File: config.mk
export PLATFORM = sky130hd
export DESIGN_NAME = divsqrt_subsystem
export DESIGN_NICKNAME = d
export VERILOG_FILES = /design/src/hw/divsqrt_pkg.sv /design/src/hw/divsqrt_if.sv /design/src/hw/divsqrt_dispatch.sv /design/src/hw/divsqrt_lane.sv /design/src/hw/divsqrt_collect.sv /design/src/hw/divsqrt_subsystem.sv
export SDC_FILE = /design/constraint.sdc
export NUM_CORES = 1
export LEC_CHECK = 0
export BUFFER_PORTS_ARGS = -buffer_cell sky130_fd_sc_hd__buf_4
export CAP_MARGIN = 10
export CORE_ASPECT_RATIO = 1.4
export CORE_MARGIN = 5
export CORE_UTILIZATION = 40
export DETAILED_ROUTE_END_ITERATION = 10
export HOLD_SLACK_MARGIN = 0.03
export PLACE_DENSITY = 0.61
export SETUP_SLACK_MARGIN = 0.05
export SKIP_LAST_GASP = 1
export SYNTH_ARGS = -nofsm -noshare
export SYNTH_HDL_FRONTEND = slang
export SYNTH_HIERARCHICAL = 1
export SYNTH_SLANG_ARGS = --single-unit
File: constraint.sdc
create_clock -name clk_i -period 6.9 [get_ports clk_i]
set_clock_uncertainty 0.15 [all_clocks]
set_input_delay 1.38 -clock clk_i [delete_from_list [all_inputs] [get_ports clk_i]]
set_output_delay 1.38 -clock clk_i [all_outputs]
set_load 0.05 [all_outputs]
File: src/hw/divsqrt_pkg.sv
/*
 * Shared definitions of the divide and square-root accelerator: field widths,
 * instruction encodings, the decoded operation enum and the tag and status structs
 */
package divsqrt_pkg;

  // --------------------------------------------------------------------------
  // Field widths
  // --------------------------------------------------------------------------
  localparam int unsigned HartIdWidth = 6;
  localparam int unsigned RdWidth     = 5;
  localparam int unsigned OpcodeWidth = 7;

  // --------------------------------------------------------------------------
  // Instruction encoding
  // --------------------------------------------------------------------------
  // Major opcode in bits 6:0, custom-0 space
  localparam logic [OpcodeWidth-1:0] OpcodeDivsqrt = 7'b0001011;

  // Operation select in bits 14:12
  localparam int unsigned Funct3Lsb  = 12;
  localparam logic [2:0]  Funct3Divu = 3'b101;
  localparam logic [2:0]  Funct3Remu = 3'b111;
  localparam logic [2:0]  Funct3Sqrt = 3'b011;

  // Destination register in bits 11:7
  localparam int unsigned RdLsb = 7;

  // --------------------------------------------------------------------------
  // Types
  // --------------------------------------------------------------------------
  // Decoded operation handed to a lane
  typedef enum logic [1:0] {
    OP_DIVU,
    OP_REMU,
    OP_SQRT,
    OP_ILLEGAL
  } divsqrt_op_e;

  // Carried through a lane unchanged, identifies the response
  typedef struct packed {
    logic [RdWidth-1:0]     rd;
    logic [HartIdWidth-1:0] hart_id;
  } divsqrt_tag_t;

  // Exception flags
  typedef struct packed {
    logic dz;  // divide by zero
    logic nv;  // invalid operation
  } divsqrt_status_t;

endpackage

File: src/hw/divsqrt_if.sv
/*
 * Lane interface: issue half from the dispatcher, result half to the collector
 */
interface divsqrt_if #(
  parameter int unsigned Width = 32
) ();

  // Issue half
  logic                          in_valid;
  logic                          in_ready;
  divsqrt_pkg::divsqrt_op_e      op;
  logic [Width-1:0]              opa;
  logic [Width-1:0]              opb;
  divsqrt_pkg::divsqrt_tag_t     in_tag;

  // Result half
  logic                          out_valid;
  logic                          out_ready;
  logic [Width-1:0]              result;
  divsqrt_pkg::divsqrt_status_t  status;
  logic                          error;
  divsqrt_pkg::divsqrt_tag_t     out_tag;

  modport dispatch (
    output in_valid, op, opa, opb, in_tag,
    input  in_ready
  );

  modport lane (
    input  in_valid, op, opa, opb, in_tag, out_ready,
    output in_ready, out_valid, result, status, error, out_tag
  );

  modport collect (
    input  out_valid, result, status, error, out_tag,
    output out_ready
  );

endinterface

File: src/hw/divsqrt_dispatch.sv
/*
 * Request decoder and lane dispatcher with the registered issue event
 */
module divsqrt_dispatch #(
  parameter int unsigned NumLanes = 2,
  parameter int unsigned Width    = 32
) (
  input  logic                                clk_i,
  input  logic                                arst_n_i,
  // Request port
  input  logic                                req_valid_i,
  output logic                                req_ready_o,
  input  logic [31:0]                         req_instr_i,
  input  logic [Width-1:0]                    req_opa_i,
  input  logic [Width-1:0]                    req_opb_i,
  input  logic [divsqrt_pkg::HartIdWidth-1:0] req_hart_id_i,
  // Core event strobe
  output logic                                issue_evt_o,
  // Issue side of every lane
  divsqrt_if.dispatch                         lanes_o [NumLanes]
);

  divsqrt_pkg::divsqrt_op_e  op;
  divsqrt_pkg::divsqrt_tag_t tag;
  logic [2:0]                funct3;

  logic [NumLanes-1:0] lane_ready;
  logic [NumLanes-1:0] lane_sel;
  logic [NumLanes-1:0] lane_valid;
  logic                issue_evt_q;

  // --------------------------------------------------------------------------
  // Decode
  // --------------------------------------------------------------------------
  assign funct3 = req_instr_i[divsqrt_pkg::Funct3Lsb +: 3];

  always_comb begin
    op = divsqrt_pkg::OP_ILLEGAL;
    if (req_instr_i[divsqrt_pkg::OpcodeWidth-1:0] == divsqrt_pkg::OpcodeDivsqrt) begin
      case (funct3)
        divsqrt_pkg::Funct3Divu: op = divsqrt_pkg::OP_DIVU;
        divsqrt_pkg::Funct3Remu: op = divsqrt_pkg::OP_REMU;
        divsqrt_pkg::Funct3Sqrt: op = divsqrt_pkg::OP_SQRT;
        default:                 op = divsqrt_pkg::OP_ILLEGAL;
      endcase
    end
  end

  assign tag.rd      = req_instr_i[divsqrt_pkg::RdLsb +: divsqrt_pkg::RdWidth];
  assign tag.hart_id = req_hart_id_i;

  // --------------------------------------------------------------------------
  // Lane selection
  // --------------------------------------------------------------------------
  // Lowest-index idle lane wins
  always_comb begin
    logic found;
    found    = 1'b0;
    lane_sel = '0;
    for (int unsigned i = 0; i < NumLanes; i++) begin
      if (!found && lane_ready[i]) begin
        lane_sel[i] = 1'b1;
        found       = 1'b1;
      end
    end
  end

  assign req_ready_o = |lane_ready;
  assign lane_valid  = lane_sel & {NumLanes{req_valid_i}};

  // Operands and tag are broadcast, only in_valid selects the lane
  for (genvar i = 0; i < NumLanes; i++) begin : gen_issue
    assign lane_ready[i]      = lanes_o[i].in_ready;
    assign lanes_o[i].in_valid = lane_valid[i];
    assign lanes_o[i].op       = op;
    assign lanes_o[i].opa      = req_opa_i;
    assign lanes_o[i].opb      = req_opb_i;
    assign lanes_o[i].in_tag   = tag;
  end

  // --------------------------------------------------------------------------
  // Issue event
  // --------------------------------------------------------------------------
  always_ff @(posedge clk_i or negedge arst_n_i) begin
    if (!arst_n_i) begin
      issue_evt_q <= 1'b0;
    end else begin
      issue_evt_q <= req_valid_i & req_ready_o;
    end
  end

  assign issue_evt_o = issue_evt_q;

  // Never hand one request to two lanes
  a_single_issue : assert property (
    @(posedge clk_i) disable iff (!arst_n_i) $onehot0(lane_valid)
  );

endmodule

File: src/hw/divsqrt_lane.sv
/*
 * Iterative radix-2 lane: restoring divider and digit-by-digit square root,
 * result held until drained by the collector
 */
module divsqrt_lane #(
  parameter int unsigned Width = 32
) (
  input  logic    clk_i,
  input  logic    arst_n_i,
  divsqrt_if.lane lane_io
);

  // Two spare bits so the square-root remainder never overflows
  localparam int unsigned AccW = Width + 2;
  localparam int unsigned CntW = $clog2(Width + 1);

  typedef enum logic [1:0] {
    IDLE,
    BUSY,
    DONE
  } state_e;

  state_e                    state_q;
  logic [CntW-1:0]           cnt_q;
  logic [CntW-1:0]           cnt_load;
  divsqrt_pkg::divsqrt_op_e  op_q;
  divsqrt_pkg::divsqrt_tag_t tag_q;
  logic                      dz_q;

  // Partial remainder, quotient or root, divisor or radicand
  logic [AccW-1:0]  acc_q;
  logic [Width-1:0] quo_q;
  logic [Width-1:0] opr_q;

  logic            accept;
  logic            div_op;
  logic            zero_div;
  logic            is_sqrt;
  logic            step_en;
  logic            busy_step;
  logic [AccW-1:0] shifted;
  logic [AccW-1:0] subtrahend;
  logic [AccW:0]   diff;
  logic            ge;

  assign accept   = lane_io.in_valid & lane_io.in_ready;
  assign div_op   = (lane_io.op == divsqrt_pkg::OP_DIVU) | (lane_io.op == divsqrt_pkg::OP_REMU);
  assign zero_div = div_op & (lane_io.opb == '0);

  // Iteration count for the accepted operation
  always_comb begin
    case (lane_io.op)
      divsqrt_pkg::OP_DIVU,
      divsqrt_pkg::OP_REMU: cnt_load = zero_div ? CntW'(1) : CntW'(Width);
      divsqrt_pkg::OP_SQRT: cnt_load = CntW'(Width / 2);
      default:              cnt_load = CntW'(1);
    endcase
  end

  // --------------------------------------------------------------------------
  // Datapath step
  // --------------------------------------------------------------------------
  assign is_sqrt = (op_q == divsqrt_pkg::OP_SQRT);
  assign step_en = is_sqrt |
                   (((op_q == divsqrt_pkg::OP_DIVU) | (op_q == divsqrt_pkg::OP_REMU)) & ~dz_q);
  assign busy_step = (state_q == BUSY) & (cnt_q != '0) & step_en;

  // One shared subtractor, trial value 4r+1 for the root
  always_comb begin
    if (is_sqrt) begin
      shifted    = {acc_q[AccW-3:0], opr_q[Width-1 -: 2]};
      subtrahend = {quo_q, 2'b01};
    end else begin
      shifted    = {acc_q[AccW-2:0], quo_q[Width-1]};
      subtrahend = {2'b00, opr_q};
    end
    diff = {1'b0, shifted} - {1'b0, subtrahend};
    ge   = ~diff[AccW];
  end

  always_ff @(posedge clk_i) begin
    if (accept) begin
      op_q  <= lane_io.op;
      tag_q <= lane_io.in_tag;
      dz_q  <= zero_div;
      if (lane_io.op == divsqrt_pkg::OP_SQRT) begin
        acc_q <= '0;
        quo_q <= '0;
        opr_q <= lane_io.opa;
      end else if (zero_div) begin
        // Final values straight away
        acc_q <= {2'b00, lane_io.opa};
        quo_q <= '1;
        opr_q <= lane_io.opb;
      end else begin
        acc_q <= '0;
        quo_q <= lane_io.opa;
        opr_q <= lane_io.opb;
      end
    end else if (busy_step) begin
      acc_q <= ge ? diff[AccW-1:0] : shifted;
      quo_q <= {quo_q[Width-2:0], ge};
      if (is_sqrt) begin
        opr_q <= opr_q << 2;
      end
    end
  end

  // --------------------------------------------------------------------------
  // Control
  // --------------------------------------------------------------------------
  always_ff @(posedge clk_i or negedge arst_n_i) begin
    if (!arst_n_i) begin
      state_q <= IDLE;
      cnt_q   <= '0;
    end else begin
      case (state_q)
        IDLE: begin
          if (accept) begin
            state_q <= BUSY;
            cnt_q   <= cnt_load;
          end
        end
        BUSY: begin
          if (cnt_q == '0) begin
            state_q <= DONE;
          end else begin
            cnt_q <= cnt_q - CntW'(1);
          end
        end
        DONE: begin
          if (lane_io.out_ready) begin
            state_q <= IDLE;
          end
        end
        default: state_q <= IDLE;
      endcase
    end
  end

  assign lane_io.in_ready  = (state_q == IDLE);
  assign lane_io.out_valid = (state_q == DONE);
  assign lane_io.out_tag   = tag_q;

  // Result select by operation
  always_comb begin
    lane_io.result = '0;
    lane_io.status = '0;
    lane_io.error  = 1'b0;
    case (op_q)
      divsqrt_pkg::OP_DIVU: begin
        lane_io.result    = quo_q;
        lane_io.status.dz = dz_q;
      end
      divsqrt_pkg::OP_REMU: begin
        lane_io.result    = acc_q[Width-1:0];
        lane_io.status.dz = dz_q;
      end
      divsqrt_pkg::OP_SQRT: lane_io.result = quo_q;
      default: begin
        lane_io.error     = 1'b1;
        lane_io.status.nv = 1'b1;
      end
    endcase
  end

  // Dispatcher only offers work to an idle lane
  a_issue_when_idle : assert property (
    @(posedge clk_i) disable iff (!arst_n_i) lane_io.in_valid |-> (state_q == IDLE)
  );

endmodule

File: src/hw/divsqrt_collect.sv
/*
 * Round-robin collector draining finished lanes onto the response port
 */
module divsqrt_collect #(
  parameter int unsigned NumLanes = 2,
  parameter int unsigned Width    = 32
) (
  input  logic                                clk_i,
  input  logic                                arst_n_i,
  input  logic                                resp_ready_i,
  divsqrt_if.collect                          lanes_i [NumLanes],
  output logic                                resp_valid_o,
  output logic [Width-1:0]                    resp_data_o,
  output logic [divsqrt_pkg::RdWidth-1:0]     resp_rd_o,
  output logic [divsqrt_pkg::HartIdWidth-1:0] resp_hart_id_o,
  output divsqrt_pkg::divsqrt_status_t        resp_status_o,
  output logic                                resp_error_o
);

  localparam int unsigned IdxW = (NumLanes > 1) ? $clog2(NumLanes) : 1;

  logic                         valid_vec [NumLanes];
  logic [Width-1:0]             data_arr  [NumLanes];
  divsqrt_pkg::divsqrt_status_t status_arr[NumLanes];
  logic                         error_arr [NumLanes];
  divsqrt_pkg::divsqrt_tag_t    tag_arr   [NumLanes];

  logic [IdxW-1:0] last_q;
  logic [IdxW-1:0] gnt_q;
  logic            lock_q;
  logic [IdxW-1:0] rr_idx;
  logic [IdxW-1:0] gnt_idx;

  for (genvar i = 0; i < NumLanes; i++) begin : gen_gather
    assign valid_vec[i]  = lanes_i[i].out_valid;
    assign data_arr[i]   = lanes_i[i].result;
    assign status_arr[i] = lanes_i[i].status;
    assign error_arr[i]  = lanes_i[i].error;
    assign tag_arr[i]    = lanes_i[i].out_tag;
    assign lanes_i[i].out_ready = resp_ready_i & valid_vec[i] & (gnt_idx == IdxW'(i));
  end

  // --------------------------------------------------------------------------
  // Arbitration
  // --------------------------------------------------------------------------
  // First valid lane after the one served last
  always_comb begin
    int unsigned cand;
    logic        found;
    rr_idx = last_q;
    found  = 1'b0;
    for (int unsigned off = 1; off <= NumLanes; off++) begin
      cand = int'(last_q) + off;
      if (cand >= NumLanes) begin
        cand = cand - NumLanes;
      end
      if (!found && valid_vec[cand]) begin
        rr_idx = IdxW'(cand);
        found  = 1'b1;
      end
    end
  end

  // Stalled response keeps its lane
  assign gnt_idx = lock_q ? gnt_q : rr_idx;

  always_ff @(posedge clk_i or negedge arst_n_i) begin
    if (!arst_n_i) begin
      last_q <= IdxW'(NumLanes - 1);
      gnt_q  <= '0;
      lock_q <= 1'b0;
    end else begin
      lock_q <= resp_valid_o & ~resp_ready_i;
      gnt_q  <= gnt_idx;
      if (resp_valid_o && resp_ready_i) begin
        last_q <= gnt_idx;
      end
    end
  end

  // --------------------------------------------------------------------------
  // Response mux
  // --------------------------------------------------------------------------
  assign resp_valid_o   = valid_vec[gnt_idx];
  assign resp_data_o    = data_arr[gnt_idx];
  assign resp_status_o  = status_arr[gnt_idx];
  assign resp_error_o   = error_arr[gnt_idx];
  assign resp_rd_o      = tag_arr[gnt_idx].rd;
  assign resp_hart_id_o = tag_arr[gnt_idx].hart_id;

  // Lane must hold its result while the response is stalled
  a_resp_stable : assert property (
    @(posedge clk_i) disable iff (!arst_n_i)
    resp_valid_o && !resp_ready_i |=> resp_valid_o && $stable(resp_data_o) &&
      $stable(resp_rd_o) && $stable(resp_hart_id_o) && $stable(resp_status_o) &&
      $stable(resp_error_o)
  );

endmodule

File: src/hw/divsqrt_subsystem.sv
/*
 * Top level: dispatcher, lane interface array, generated lanes and collector
 */
module divsqrt_subsystem #(
  parameter int unsigned NumLanes = 2,
  parameter int unsigned Width    = 32
) (
  input  logic                                clk_i,
  input  logic                                arst_n_i,
  // Request port
  input  logic                                req_valid_i,
  output logic                                req_ready_o,
  input  logic [31:0]                         req_instr_i,
  input  logic [Width-1:0]                    req_opa_i,
  input  logic [Width-1:0]                    req_opb_i,
  input  logic [divsqrt_pkg::HartIdWidth-1:0] req_hart_id_i,
  // Response port
  output logic                                resp_valid_o,
  input  logic                                resp_ready_i,
  output logic [Width-1:0]                    resp_data_o,
  output logic [divsqrt_pkg::RdWidth-1:0]     resp_rd_o,
  output logic [divsqrt_pkg::HartIdWidth-1:0] resp_hart_id_o,
  output divsqrt_pkg::divsqrt_status_t        resp_status_o,
  output logic                                resp_error_o,
  // Core event strobe
  output logic                                issue_evt_o
);

  // One interface per lane
  divsqrt_if #(.Width(Width)) lane_if [NumLanes] ();

  // --------------------------------------------------------------------------
  // Dispatcher
  // --------------------------------------------------------------------------
  divsqrt_dispatch #(
    .NumLanes ( NumLanes ),
    .Width    ( Width    )
  ) i_dispatch (
    .clk_i,
    .arst_n_i,
    .req_valid_i,
    .req_ready_o,
    .req_instr_i,
    .req_opa_i,
    .req_opb_i,
    .req_hart_id_i,
    .issue_evt_o,
    .lanes_o       ( lane_if )
  );

  // Identical iterative lanes
  for (genvar i = 0; i < NumLanes; i++) begin : gen_lane
    divsqrt_lane #(
      .Width ( Width )
    ) i_lane (
      .clk_i,
      .arst_n_i,
      .lane_io  ( lane_if[i] )
    );
  end

  // --------------------------------------------------------------------------
  // Collector
  // --------------------------------------------------------------------------
  divsqrt_collect #(
    .NumLanes ( NumLanes ),
    .Width    ( Width    )
  ) i_collect (
    .clk_i,
    .arst_n_i,
    .resp_ready_i,
    .lanes_i        ( lane_if ),
    .resp_valid_o,
    .resp_data_o,
    .resp_rd_o,
    .resp_hart_id_o,
    .resp_status_o,
    .resp_error_o
  );

endmodule

* After elaboration in Yosys (flattened, before gate mapping) *
Index checks and enable logic that the tools add are counted.
Widths: inputs -> output; s select.

word-level totals
  flip-flop bits (word level) = 242
  output and inout port bits = 49
  word-level logic and storage cells = 200

cells by class
  mux-type cells = 78
  $add $sub $neg = 8
  equality and inequality tests = 22
  reduce and logical (&&, ||, !) cells = 35
  magnitude comparators = 5
  bitwise operators = 30

operator list
  operator               number
  $mux 32                20
  $mux 33                6
  $mux 34                4
  $pmux 32 s2            2
  $sub 34x34->35         2
  $ge 33x2->1 const B    2
  $not 32->33            2
  $ge 32x2->1 const B    2
  $sub 32x2->32 const B  2
  $pmux 6 s2             3
  $mux 11                3
  $logic_not 32->1       1
  $mux 6                 5
  $mux 1                 22
  $mux 2                 10
  $pmux 2 s3             3
  $and 1x1->1            15
  $logic_not 6->1        2
  $ne 2x2->1 const B     6
  $reduce_and 3->1       4
  $reduce_bool 2->1      6
  $reduce_bool 6->1      2
  $reduce_or 2->1        6
  $sub 6x1->6 const B    2
  other kinds (18)       46

* Depth between registers and ports, before layout *
Gate-level depths: netlist of run 1.

  depth after elaboration = 17
  mapped depth = 18
  mapped depth without buffers = 14

* By module *
Netlist of run 1, hierarchy kept.

modules (own cells, without submodules)
  module                              instances  cells an instance  area each (um^2)  sequential area each (um^2)
  divsqrt_lane at gen_lane[1].i_lane  1          1,072              8,807.2           3,533.4
  divsqrt_lane at gen_lane[0].i_lane  1          1,029              8,648.3           3,533.4
  divsqrt_collect                     1          178                1,531.5           76.3
  divsqrt_dispatch                    1          163                1,249.9           25.0

* Least setup slack after synthesis of run 1 *
No wires, ideal clock.

  path kind = reg-to-reg
  from = reg gen_lane[0].i_lane.cnt_q[0]
  to = reg gen_lane[0].i_lane.acc_q[0], enable pin
  setup time = 584 ps
  cell stages (with the launch flop) = 6
  setup slack = 423 ps
  buffers on the path = 0
  arrival time = 5,742 ps
  required time = 6,166 ps
  cells stage by stage = dfrtp_1 > inv_1 > ha_1 > or3b_2 > nand2_1 > o31ai_1

on the way
  word-level cells in the longest chain between the ends = 4

ends and longest elaborated chain
  element                      RTL line             RTL
  start, declared              divsqrt_lane.sv:24   logic [CntW-1:0] cnt_q;
  start signal, assigned       divsqrt_lane.sv:121  cnt_q <= cnt_load;
  start signal, assigned       divsqrt_lane.sv:128  cnt_q <= cnt_q - CntW'(1);
  $reduce_bool 6->1            divsqrt_lane.sv:66   assign busy_step = (state_q == BUSY) & (cnt_q != '0) & step_en;
  $and 1x1->1 (2 in series)    divsqrt_lane.sv:66
  $reduce_bool 2->1 (no line)  n/a
  end signal, assigned         divsqrt_lane.sv:92   acc_q <= {2'b00, lane_io.opa};
  end signal, assigned         divsqrt_lane.sv:101  acc_q <= ge ? diff[AccW-1:0] : shifted;
  end, declared                divsqrt_lane.sv:31   logic [AccW-1:0] acc_q;

No other way between the ends.
A chain may end at the register's enable or synchronous reset.

* Final worst setup path of run 1 *
  from = reg gen_lane[0].i_lane.op_q[1]
  to = reg gen_lane[0].i_lane.acc_q[5], data pin

on the way
  word-level cells in the longest chain between the ends = 6

ends and longest elaborated chain
  element                 RTL line             RTL
  start, declared         divsqrt_lane.sv:26   divsqrt_pkg::divsqrt_op_e op_q;
  start signal, assigned  divsqrt_lane.sv:83   op_q <= lane_io.op;
  $eq 2x2->1 *            divsqrt_lane.sv:63   assign is_sqrt = (op_q == divsqrt_pkg::OP_SQRT);
  $mux 34                 divsqrt_lane.sv:70   if (is_sqrt) begin
  $sub 34x34->35          divsqrt_lane.sv:77   diff = {1'b0, shifted} - {1'b0, subtrahend};
  $mux 33 *               divsqrt_lane.sv:101
  $mux 33 *               divsqrt_lane.sv:100  end else if (busy_step) begin
  $mux 33 *               divsqrt_lane.sv:82   if (accept) begin

Mark *: on every way between the ends. The rest lies on a longest branch, timed or not. The select of a mux whose other input is x is not followed.

==> results of run 1 <==
==> final timing paths <==
check / start / to / slack [ns] / depth (start not counted)
max: gen_lane[0].i_lane/op_q[1]$_DFFE_PP_ / gen_lane[0].i_lane/acc_q[5]$_DFFE_PP_ / 1.68 / 13
min: gen_lane[1].i_lane/cnt_q[5]$_DFFE_PN0P_ / gen_lane[1].i_lane/cnt_q[5]$_DFFE_PN0P_ / 0.37 / 1
max reg2reg: gen_lane[0].i_lane/op_q[1]$_DFFE_PP_ / gen_lane[0].i_lane/acc_q[5]$_DFFE_PP_ / 1.68 / 13
min reg2reg: gen_lane[1].i_lane/cnt_q[5]$_DFFE_PN0P_ / gen_lane[1].i_lane/cnt_q[5]$_DFFE_PN0P_ / 0.37 / 1
max in group asynchronous: arst_n_i / i_collect/last_q$_DFFE_PN1P_ / 5.75 / 1
min in group asynchronous: arst_n_i / gen_lane[1].i_lane/cnt_q[5]$_DFFE_PN0P_ / 0.57 / 1
==> state kept, by name (all words and copies together), names as in the netlist <==
| register | cells |
|---|---|
| gen_lane.i_lane/lane_io.out_tag | 22 |
| i_collect/lock_q | 1 |
| gen_lane.i_lane/acc_q | 66 |
| gen_lane.i_lane/dz_q | 2 |
| gen_lane.i_lane/quo_q | 64 |
| gen_lane.i_lane/state_q | 4 |
| i_dispatch/issue_evt_o | 1 |
| gen_lane.i_lane/op_q | 4 |
| gen_lane.i_lane/cnt_q | 12 |
| gen_lane.i_lane/opr_q | 64 |
| i_collect/gnt_q | 1 |
| i_collect/last_q | 1 |
==> metrics by stage <==
stage | power, W | cell area (µm²) | hold WS (ns) | std cells
after floorplan | 0.00779 | 20200 | 0.300 | 2442
after global placement | 0.00914 | 20500 | 0.322 | 2935
after detailed placement | 0.00924 | 20500 | 0.345 | 2935
after CTS | 0.0106 | 21300 | 0.363 | 2979
after global routing | 0.0114 | 21300 | 0.385 | 2985
final | 0.0106 | 21300 | 0.371 | 2985
==> cells by family after synthesis <==
family / after synthesis / synth area share, %
muxes: 129 / 6.39
xor gates and xnor gates: 53 / 2.29
buffers and inverters: 406 / 10.9
adders and majority gates: 74 / 4.65
and+or+nand+nor: 876 / 19.2
DFF: 242 / 35.4
AOI/OAI and AO/OA: 662 / 21.1
==> placed cells by master, fill, tap and decap left out, types with 9 or more instances in the layout <==
cell and n:
a211oi_1 11, a21o_1 16, a21oi_1 151, a221o_1 46
a31oi_1 71, and2_1 12, and3_1 12, buf_4 168
clkbuf_1 9, clkbuf_16 25, dfrtp_1 18, edfxtp_1 222
ha_1 72, inv_1 85, mux2i_1 128, nand2_1 504
nand2b_1 17, nand3_1 48, nand4_1 14, nor2_1 123
nor2b_1 60, nor3_1 21, nor4_1 22, o211ai_1 81
o21a_1 11, o21ai_0 175, o22ai_1 21, o31ai_1 11
xnor2_1 24, xor2_1 29
==> area by class of cell <==
class,count,area share [%]
antenna,6,0.0704
timing repair buffer,169,6.01
tap,643,3.77
clock inverter,8,0.346
sequential,242,33.6
clock buffer,36,3.22
multi-input combinational,1794,51.4
inverter,87,1.56
==> report_power, final <==
| group | internal, W | switching (W) | leakage, nW |
|---|---|---|---|
| Combinational | 0.00234 | 0.00404 | 5.86 |
| Clock | 0.000731 | 0.000591 | 0.373 |
| Sequential | 0.00256 | 0.000364 | 2.31 |
==> cells in the mapped netlist (7+ instances only) <==
master,n
nor2_1,123
nand2b_1,21
o21a_1,11
o21ai_1,8
a21oi_1,152
a221o_1,46
nor2b_1,65
edfxtp_1,222
o21ai_0,177
nor4_1,22
clkbuf_1,97
xnor2_1,24
nand4_1,14
and3_1,12
and2_1,12
buf_2,26
o22ai_1,21
nand3_1,48
dfrtp_1,19
a211oi_1,11
a21o_1,16
nand2_1,505
mux2i_1,128
buf_1,27
o211ai_1,81
buf_4,158
xor2_1,29
a31oi_1,71
o31ai_1,13
ha_1,72
nor3_1,22
inv_1,86
buf_6,7
==> critical path, delay by kind of cell, from the launching register on <==
family          cells  cell delay (ns)
flops               1             0.87
buf+inv             1             0.43
mux                 1             0.27
simple gates        2             0.84
fa+ha+maj           1             0.39
compound gates      8             2.02
==> layer usage <==
layer | track usage [%] | vias up | part of all wire, %
li1 | - | 8382 | -
met1 | 29.0 | 8571 | 42
met2 | 36.4 | 657 | 47
met3 | 1.76 | 119 | 6.0
met4 | 9.71 | 0 | 4.6
met5 | 0 | - | 0
==> results.tsv, run 1 <==
stage	metric	value	unit
placed_design	port_buffers	137	
cts	cts_tree	built	
cts	cts-root-buf	clkbuf_16	
placed_design	dp_hpwl	47000	µm
detailed_routing	wl_per_cell	21.4	µm
logic_synthesis	synth_top_area_share	32.9	%
global_routing	grt_max_degree	119	
setup_path	crit_path_frequent_cell	a21oi_1	
detailed_routing	drt_iter0_drc	1616	
logic_synthesis	synth-edff-count	222	
logic_synthesis	async_flop_share	8.26	%
cts	max-clock-path-buffers	3	
worst_hold_path	worstHoldPathType	reg2reg	
floorplan	num_rows	97	
floorplan	io_pins	155	
timing	rsz0062_at_grt	no	
cts	postCtsHoldBufs	0	
detailed_routing	via_count	17700	
flow_run	cap_violations	0	
layout	area_delta_synth_final	5.35	%
status	status	completed	
power	p_leak	8.55	nW
timing	slew_viol_final	0	
setup_path	cp.arrival	5.44	ns
logic_synthesis	syn_area	20200	µm²
cts	clk_pin_slew	0.06	ns
detailed_routing	firstDrtPassIters	6	
timing	fmax	0.192	GHz
floorplan	die_area	55300	µm²
detailed_routing	viasPerCell	5.94	
floorplan	fp.dieH	276	µm
timing	relSlewSlack	22.4	%
power	max-vdd-ir-drop	173	µV
logic_synthesis	synth_top_flop_cell	edfxtp_1	
setup_path	worst_path_max_delay_cell	edfxtp_1	
cts	cts_setup_buffers	0	
cts	h-tree-depth	1	
cts	cts-resized-gates	0	
placed_design	pre_cts_ws	1.80	ns
logic_synthesis	synth_seq_cells	242	
detailed_routing	drc_errors	0	
global_routing	antenna_found_initial	7	
logic_synthesis	synthCells	2442	
cts	clock_sinks	242	
setup_path	max_stage_delay	0.87	ns
timing	setup_violations	0	
layout	multi_input_area	11000	µm²
layout	seqCellArea	7170	µm²
cts	cts-buffers-inserted	25	
setup_path	worst-setup-path-type	reg2reg	
logic_synthesis	synth_seq_area_share	35.4	%
floorplan	die_w	200	µm
timing	timing.final.crit_share	75.6	%
timing	tightest_slew	1.16	ns
timing	period_minus_slack	5.22	ns
logic_synthesis	synth.area.top_cells	edfxtp_1 33%, nand2_1 9.4%, mux2i_1 6.3%, buf_4 5.9%, ha_1 4.5%	
setup_path	cp-end-kind	flip-flop	
detailed_routing	ant_nets	0	
logic_synthesis	synth_area_per_cell	8.29	µm²
layout	fillers	5013	
logic_synthesis	synth_top_area_cell	edfxtp_1	
cts	clkLatencyLatePin	0.53	ns
layout	drive_above_1_share	10.8	%
global_routing	grt.total_usage	21.8	%
setup_path	worstPathRequired	7.12	ns
global_routing	grt_first_pass_wirelength	98900	µm
floorplan	coreArea	50100	µm²
timing	layout_setup_ws	1.68	ns
setup_path	crit_fanout	57	
global_routing	grt_pass1_vias	17100	
logic_synthesis	synthesis.nets	2622	
setup_path	cp-start-kind	flip-flop	
placed_design	routabilityCongestion	0.905	
setup_path	crit_chain	nand2b_4, buf_4, mux2i_1, ha_1, a21oi_1, o21ai_0, a21oi_1, o221ai_2, a31oi_4, o31a_1, and2_1, a31oi_1, a21oi_1	
layout	final_core_util	42.5	%
power	power_density	498	nW/µm²
logic_synthesis	synth.yosys.warnings	6	
timing	hold_violations	0	
logic_synthesis	yosysUniqueCellTypes	86	
global_routing	grt_overflow	0	
layout	nets	2499	
floorplan	start_util	40.4	%
timing	fin_setup_tns	0	ns
detailed_routing	wl	64000	µm
Power figures use the tool's default switching activity.
==> inputs of run 2 (changes only) <==
- ABC_AREA: not set -> 1
- PLACE_DENSITY: 0.61 -> 0.59
- clock period: 6.9 -> 5.1 ns (I/O delays scaled with it)
==> run 2 against run 1 <==
Net effect: critical path type is now reg2out; highest routed layer unchanged; core utilization increased by 0.16 points; hold slack lost 0.16 ns; power increased by 48%; critical path depth shrank 7; sequential cell count is the same; count of clock-buffer cells in the layout is 9 lower; register-to-register slack got worse by 0.62 ns; die area is 5.7% higher; global-route usage grew 1.3 points; non-clock buffer count up 4; final cell count rose by 31%; via count up 11%; largest cell class unchanged.
==> results.tsv, run 2 <==
stage	metric	value	unit
setup_path	r2r_slack	1.06	ns
power	p_leak	11.2	nW
detailed_routing	via_count	19800	
setup_path	worst_path_max_delay_cell	nand2_1	
timing	setup_violations	0	
setup_path	crit_fanout	35	
logic_synthesis	synth_most_common_cell	nand2_1	
layout	final_common_cell	nand2_1	
cts	postCtsHoldBufs	0	
status	status	completed	
detailed_routing	drt_iter0_drc	1403	
cts	clk_pin_slew	0.07	ns
cts	cts-resized-gates	0	
cts	clkLatencyLatePin	0.53	ns
power	power_density	694	nW/µm²
floorplan	num_rows	100	
logic_synthesis	syn_area	21400	µm²
detailed_routing	drc_errors	0	
flow_run	cap_violations	0	
floorplan	die_area	58400	µm²
placed_design	routabilityCongestion	0.983	
detailed_routing	ant_nets	0	
layout	seqCellArea	7170	µm²
logic_synthesis	synth_top_area_share	31.1	%
placed_design	dpl-instance-area	22000	µm²
global_routing	grt.total_usage	23.1	%
timing	period_minus_slack	4.31	ns
layout	fillers	5714	
floorplan	fp.dieH	284	µm
setup_path	worst-setup-path-type	reg2out	
cts	clock_sinks	242	
placed_design	dp_hpwl	55100	µm
detailed_routing	firstDrtPassIters	6	
setup_path	r2r_start	gen_lane[0].i_lane/op_q[1]$_DFFE_PP_	
cts	h-tree-depth	1	
floorplan	io_pins	155	
cts	cts-buffers-inserted	23	
layout	area_delta_synth_final	5.86	%
global_routing	grt_overflow	0	
floorplan	die_w	206	µm
logic_synthesis	synth_top_flop_cell	edfxtp_1	
logic_synthesis	synth_seq_cells	242	
worst_hold_path	worstHoldPathType	in2async	
cts	cts_setup_buffers	0	
timing	timing.final.crit_share	84.5	%
setup_path	r2r-end	gen_lane[0].i_lane/acc_q[29]$_DFFE_PP_	
timing	slew_viol_final	0	
setup_path	cp-start-kind	flip-flop	
setup_path	max_stage_delay	0.78	ns
logic_synthesis	async_flop_share	8.26	%
layout	final_cell_area	22700	µm²
timing	fmax	0.232	GHz
setup_path	crit_chain	buf_4, nand2_1, o22ai_1, nand2_1, nand2_1, buf_4	
logic_synthesis	synth.yosys.warnings	6	
logic_synthesis	synth.area.top_cells	edfxtp_1 31%, nand2_1 20%, inv_1 8.8%, o21ai_0 8.8%, buf_4 5.5%	
layout	drive_above_1_share	8.69	%
logic_synthesis	synthCells	3263	
layout	multi_input_area	10700	µm²
floorplan	start_util	40.3	%
timing	rsz0062_at_grt	no	
timing	relSlewSlack	19.7	%
setup_path	worstPathRequired	3.93	ns
global_routing	grt_max_degree	80	
detailed_routing	wl_per_cell	17.6	µm
layout	largest_reg_flops	66	
timing	hold_violations	0	
setup_path	rr_worst_depth	22	
layout	top_register	gen_lane.i_lane/acc_q	
layout	nets	3367	
cts	cts_tree	built	
placed_design	port_buffers	137	
cts	max-clock-path-buffers	3	
logic_synthesis	synth_area_per_cell	6.57	µm²
timing	fin_setup_tns	0	ns
logic_synthesis	synthesis.nets	3443	
logic_synthesis	yosysUniqueCellTypes	46	
layout	final_core_util	42.7	%
detailed_routing	viasPerCell	5.04	
global_routing	grt_first_pass_wirelength	107000	µm
setup_path	cp.arrival	3.14	ns
logic_synthesis	synth_top_area_cell	edfxtp_1	
logic_synthesis	synth_seq_area_share	33.4	%
setup_path	crit_path_frequent_cell	nand2_1	
logic_synthesis	synthTopCellsByCount	1136 x nand2_1, 503 x inv_1, 376 x o21ai_0	
layout	top_regs	gen_lane.i_lane/acc_q: 66 flops, gen_lane.i_lane/opr_q: 64 flops, gen_lane.i_lane/quo_q: 64 flops	
timing	tightest_slew	1.20	ns
logic_synthesis	synth-edff-count	222	
cts	cts-root-buf	clkbuf_16	
floorplan	coreArea	53200	µm²
power	max-vdd-ir-drop	276	µV
setup_path	cp-end-kind	primary output	
global_routing	grt_pass1_vias	19100	
layout	layout_common_cells	1134 x nand2_1, 501 x inv_1, 374 x o21ai_0, 222 x edfxtp_1, 206 x nor2_1	
global_routing	antenna_found_initial	3	
detailed_routing	wl	69100	µm
-- run 2: cell count changes in the layout (fill, tap and decap cells not counted), sizes merged, moves of 23 or more --
cell,delta
nor2,+102
o21ai,+208
nor4,-23
inv,+426
a221o,-46
xor2,-23
mux2i,-128
o211ai,-81
a31oi,-71
nor2b,-65
nand2,+649
o22ai,+43
a21oi,-112
nand3,+137
-- run 2: how the worst max path moves through the flow --
stage	slack [ns]	from	depth (start not counted)	endpoint
after floorplan	0.79	gen_lane[1].i_lane/state_q[1]$_DFFE_PN0P_	5	gen_lane[1].i_lane/acc_q[0]$_DFFE_PP_
after global placement	1.08	gen_lane[0].i_lane/op_q[1]$_DFFE_PP_	18	gen_lane[0].i_lane/acc_q[29]$_DFFE_PP_
after detailed placement	1.02	gen_lane[0].i_lane/op_q[1]$_DFFE_PP_	18	gen_lane[0].i_lane/acc_q[27]$_DFFE_PP_
after CTS	0.86	gen_lane[0].i_lane/op_q[0]$_DFFE_PP_	6	resp_data_o[21]
after global routing	0.68	gen_lane[0].i_lane/op_q[0]$_DFFE_PP_	6	resp_data_o[28]
final	0.79	gen_lane[0].i_lane/op_q[0]$_DFFE_PP_	6	resp_data_o[21]
-- run 2: kinds of logic after synthesis --
kind of cell,count (synthesis),share of synthesized area [%]
buffers and inverters,791,17.2
xor gates and xnor gates,34,1.39
AOI/OAI and AO/OA,511,12.6
and+or+nand+nor,1611,31.0
adders and majority gates,74,4.39
DFF,242,33.4
-- run 2: area by class of cell --
cell class,instances,share of cell area [%]
Antenna cell,3,0.0331
Clock buffer,27,2.60
Clock inverter,11,0.457
Inverter,517,8.56
Multi-Input combinational cell,2230,47.0
Sequential cell,242,31.6
Tap cell,714,3.93
Timing Repair Buffer,173,5.89
-- run 2: critical path: cells and delay by family, from the launching register on --
family	cells	cell delay, ns
flip-flops	1	0.39
buffers and inverters	2	0.61
AND/OR/NAND/NOR	3	1.08
AO/OA/AOI/OAI	1	0.51
-- run 2: stage by stage --
step	hold slack (ns)	total power, W	instances	worst slack (ns)
finish	0.213	0.0158	3917	0.788
global route	0.226	0.0173	3917	0.679
detailed placement	0.352	0.0141	3876	1.02
floorplan	0.324	0.0115	3263	0.789
CTS	0.206	0.0158	3914	0.856
global placement	0.348	0.0140	3876	1.08
-- run 2: routing by layer --
metal	vias up	GRT usage, %	part of all wire, %
li1	10000	-	-
met1	9065	29.2	41
met2	545	41.3	50
met3	109	1.44	4.9
met4	0	8.09	3.8
met5	-	0	0
-- run 2: report_power, final --
group          total [W]  leakage, nW  internal, W  switching (W)
Clock            0.00168        0.341     0.000924       0.000761
Combinational     0.0104         8.58      0.00322        0.00714
Sequential       0.00372         2.29      0.00343       0.000295
==> inputs of run 3 (changes only) <==
- ABC_AREA: 1 -> 0
- PLACE_DENSITY: 0.59 -> 0.61
- clock period: 5.1 -> 3.6 ns (I/O delays scaled with it)
==> run 3 against run 2 <==
Net effect: the run now ends with negative setup slack left; clock power grew 66%; sequential power grew 55%; combinational power grew 74%; core utilization grew 9.5 points; count of clock-buffer cells in the layout grew 4; register-to-register slack lost 1.3 ns; sequential share of layout area shrank 4.2 points; first-iteration DRC count grew 31%; critical endpoint is now gen_lane[0].i_lane/acc_q[24]$_DFFE_PP_.
==> results.tsv, run 3 (same netlist as run 1, synthesis figures left out) <==
stage	metric	value	unit
timing	tightest_slew	0.953	ns
global_routing	grtUsageMet3	2.70	%
detailed_routing	drc_errors	0	
worst_hold_path	worstHoldPathType	in2reg	
global_routing	grt_overflow	0	
global_routing	grt_pass1_vias	18900	
layout	drive_above_1_share	30.3	%
detailed_routing	drt_iter0_drc	1841	
worst_hold_path	hold_path_depth	1	
cts	cts_tree	built	
timing	rsz0062_at_grt	yes	
detailed_routing	wl	73800	µm
setup_path	cp.arrival	4.07	ns
timing	fmax	0.262	GHz
floorplan	start_util	40.4	%
placed_design	dp_hpwl	50900	µm
detailed_routing	firstDrtPassIters	5	
layout	top_regs	gen_lane.i_lane/acc_q: 66 flops, gen_lane.i_lane/opr_q: 64 flops, gen_lane.i_lane/quo_q: 64 flops	
layout	largest_reg_flops	66	
setup_path	crit_path_frequent_cell	buf_6	
cts	clock_sinks	242	
power	max-vdd-ir-drop	431	µV
global_routing	met2_usage	42.5	%
global_routing	use_met1	30.8	%
timing	hold_violations	0	
setup_path	cp-start-kind	flip-flop	
power	power	0.0267	W
setup_path	cp-end-kind	flip-flop	
timing	layout_setup_ws	-0.212	ns
flow_run	cap_violations	0	
status	status	complete, but fails checks	
timing	period_minus_slack	3.81	ns
layout	final_common_cell	nand2_1	
global_routing	antenna_found_initial	6	
cts	clk_pin_slew	0.07	ns
global_routing	grt_first_pass_wirelength	110000	µm
floorplan	num_rows	97	
status	violations	negative setup slack	
global_routing	grt.total_usage	24.6	%
floorplan	fp.dieH	276	µm
setup_path	worst-setup-path-type	reg2reg	
floorplan	coreArea	50100	µm²
timing	setup_violations	76	
placed_design	port_buffers	137	
global_routing	busiest_layer	met2	
layout	layout_common_cells	454 x nand2_1, 363 x buf_4, 222 x edfxtp_1, 120 x nor2_1, 110 x a21oi_1	
setup_path	crit_chain	buf_6, nor2b_4, a21oi_2, ha_2, fa_2, nand2b_4, a21o_1, a211oi_4, or2_4, a31oi_4, buf_6, o31ai_4, buf_6, buf_12, buf_16, buf_6, o311ai_1, a21oi_1	
setup_path	worst_path_max_delay_cell	edfxtp_1	
power	power_density	1020	nW/µm²
detailed_routing	viasPerCell	5.89	
detailed_routing	wl_per_cell	22.5	µm
detailed_routing	via_count	19400	
placed_design	routabilityCongestion	0.953	
layout	fillers	4500	
timing	fin_hold_ws	0.192	ns
floorplan	die_area	55300	µm²
timing	slew_viol_final	0	
timing	relSlewSlack	36.5	%
cts	h-tree-depth	1	
cts	cts-buffers-inserted	25	
layout	area_delta_synth_final	29.3	%
global_routing	grt_max_degree	67	
floorplan	die_w	200	µm
setup_path	worstPathRequired	3.86	ns
setup_path	crit_fanout	8	
setup_path	rr_worst_depth	18	
floorplan	io_pins	155	
power	p_leak	10.6	nW
cts	clkLatencyLatePin	0.57	ns
timing	timing.final.crit_share	106	%
detailed_routing	ant_nets	0	
cts	max-clock-path-buffers	3	
layout	nets	2799	
setup_path	max_stage_delay	0.42	ns
cts	cts-root-buf	clkbuf_16	
layout	top_register	gen_lane.i_lane/acc_q	
run 3: metal layers:
layer,vias up,wire length (µm)
met2,773,36600
met3,173,4470
li1,9013,-
met1,9412,28800
met4,0,3950
met5,-,0
run 3: repair_timing:
item	4_1_cts	5_1_grt
hold buffers	1	0
setup endpoints to repair	100	100
cloned	12	6
buffers inserted	48	26
pin swaps	75	56
gates resized for setup	235	248
endpoints found under the hold margin	19	0
run 3: worst paths after layout:
path                                                         startpoint                                               to  slack [ns]
worst min-delay path                                     req_instr_i[7]  gen_lane[1].i_lane/lane_io.out_tag[6]$_DFFE_PP_        0.19
worst max-delay path               gen_lane[0].i_lane/op_q[0]$_DFFE_PP_           gen_lane[0].i_lane/acc_q[24]$_DFFE_PP_       -0.21
worst max register to register     gen_lane[0].i_lane/op_q[0]$_DFFE_PP_           gen_lane[0].i_lane/acc_q[24]$_DFFE_PP_       -0.21
worst min register to register  gen_lane[0].i_lane/cnt_q[5]$_DFFE_PN0P_          gen_lane[0].i_lane/cnt_q[5]$_DFFE_PN0P_        0.34
max in group asynchronous                                      arst_n_i                     i_collect/last_q$_DFFE_PN1P_        2.60
min in group asynchronous                                      arst_n_i          gen_lane[1].i_lane/cnt_q[1]$_DFFE_PN0P_        0.42
run 3: area by class of cell:
class	instances	area, µm²	area share (%)
Inverter	87	332	1.27
Tap cell	643	805	3.07
Sequential cell	242	7170	27.4
Clock inverter	15	136	0.521
Multi-Input combinational cell	1795	12700	48.4
Antenna cell	6	15.0	0.0574
Timing Repair Buffer	468	4330	16.6
Clock buffer	31	721	2.75
run 3: power breakdown:
group	switching, W	total, W	internal [W]
Combinational	0.00991	0.0181	0.00823
Clock	0.00122	0.00279	0.00157
Sequential	0.000855	0.00576	0.00491
Total	0.0120	0.0267	0.0147
run 3: metrics by stage:
step / std cells / area, µm² / setup WS, ns / utilization [%] / setup TNS [ns]
4_1_cts: 3253 / 24900 / -0.253 / 49.6 / -9.05
6_report: 3287 / 26200 / -0.212 / 52.2 / -7.76
2_1_floorplan: 2442 / 20500 / 0.00552 / - / 0
3_5_place_dp: 3148 / 22400 / -0.297 / 44.6 / -10.08
5_1_grt: 3287 / 26200 / -0.345 / 52.2 / -17.15
3_3_place_gp: 3148 / 22400 / -0.285 / 44.6 / -8.28
run 3: critical path: cells and delay by family, from the launching register on:
| family | cells | cell delay (ns) |
|---|---|---|
| buffers and inverters | 6 | 0.83 |
| AND/OR/NAND/NOR | 3 | 0.54 |
| flip-flops | 1 | 0.42 |
| adder cells (fa/ha/maj) | 2 | 0.56 |
| AO/OA/AOI/OAI | 7 | 1.15 |
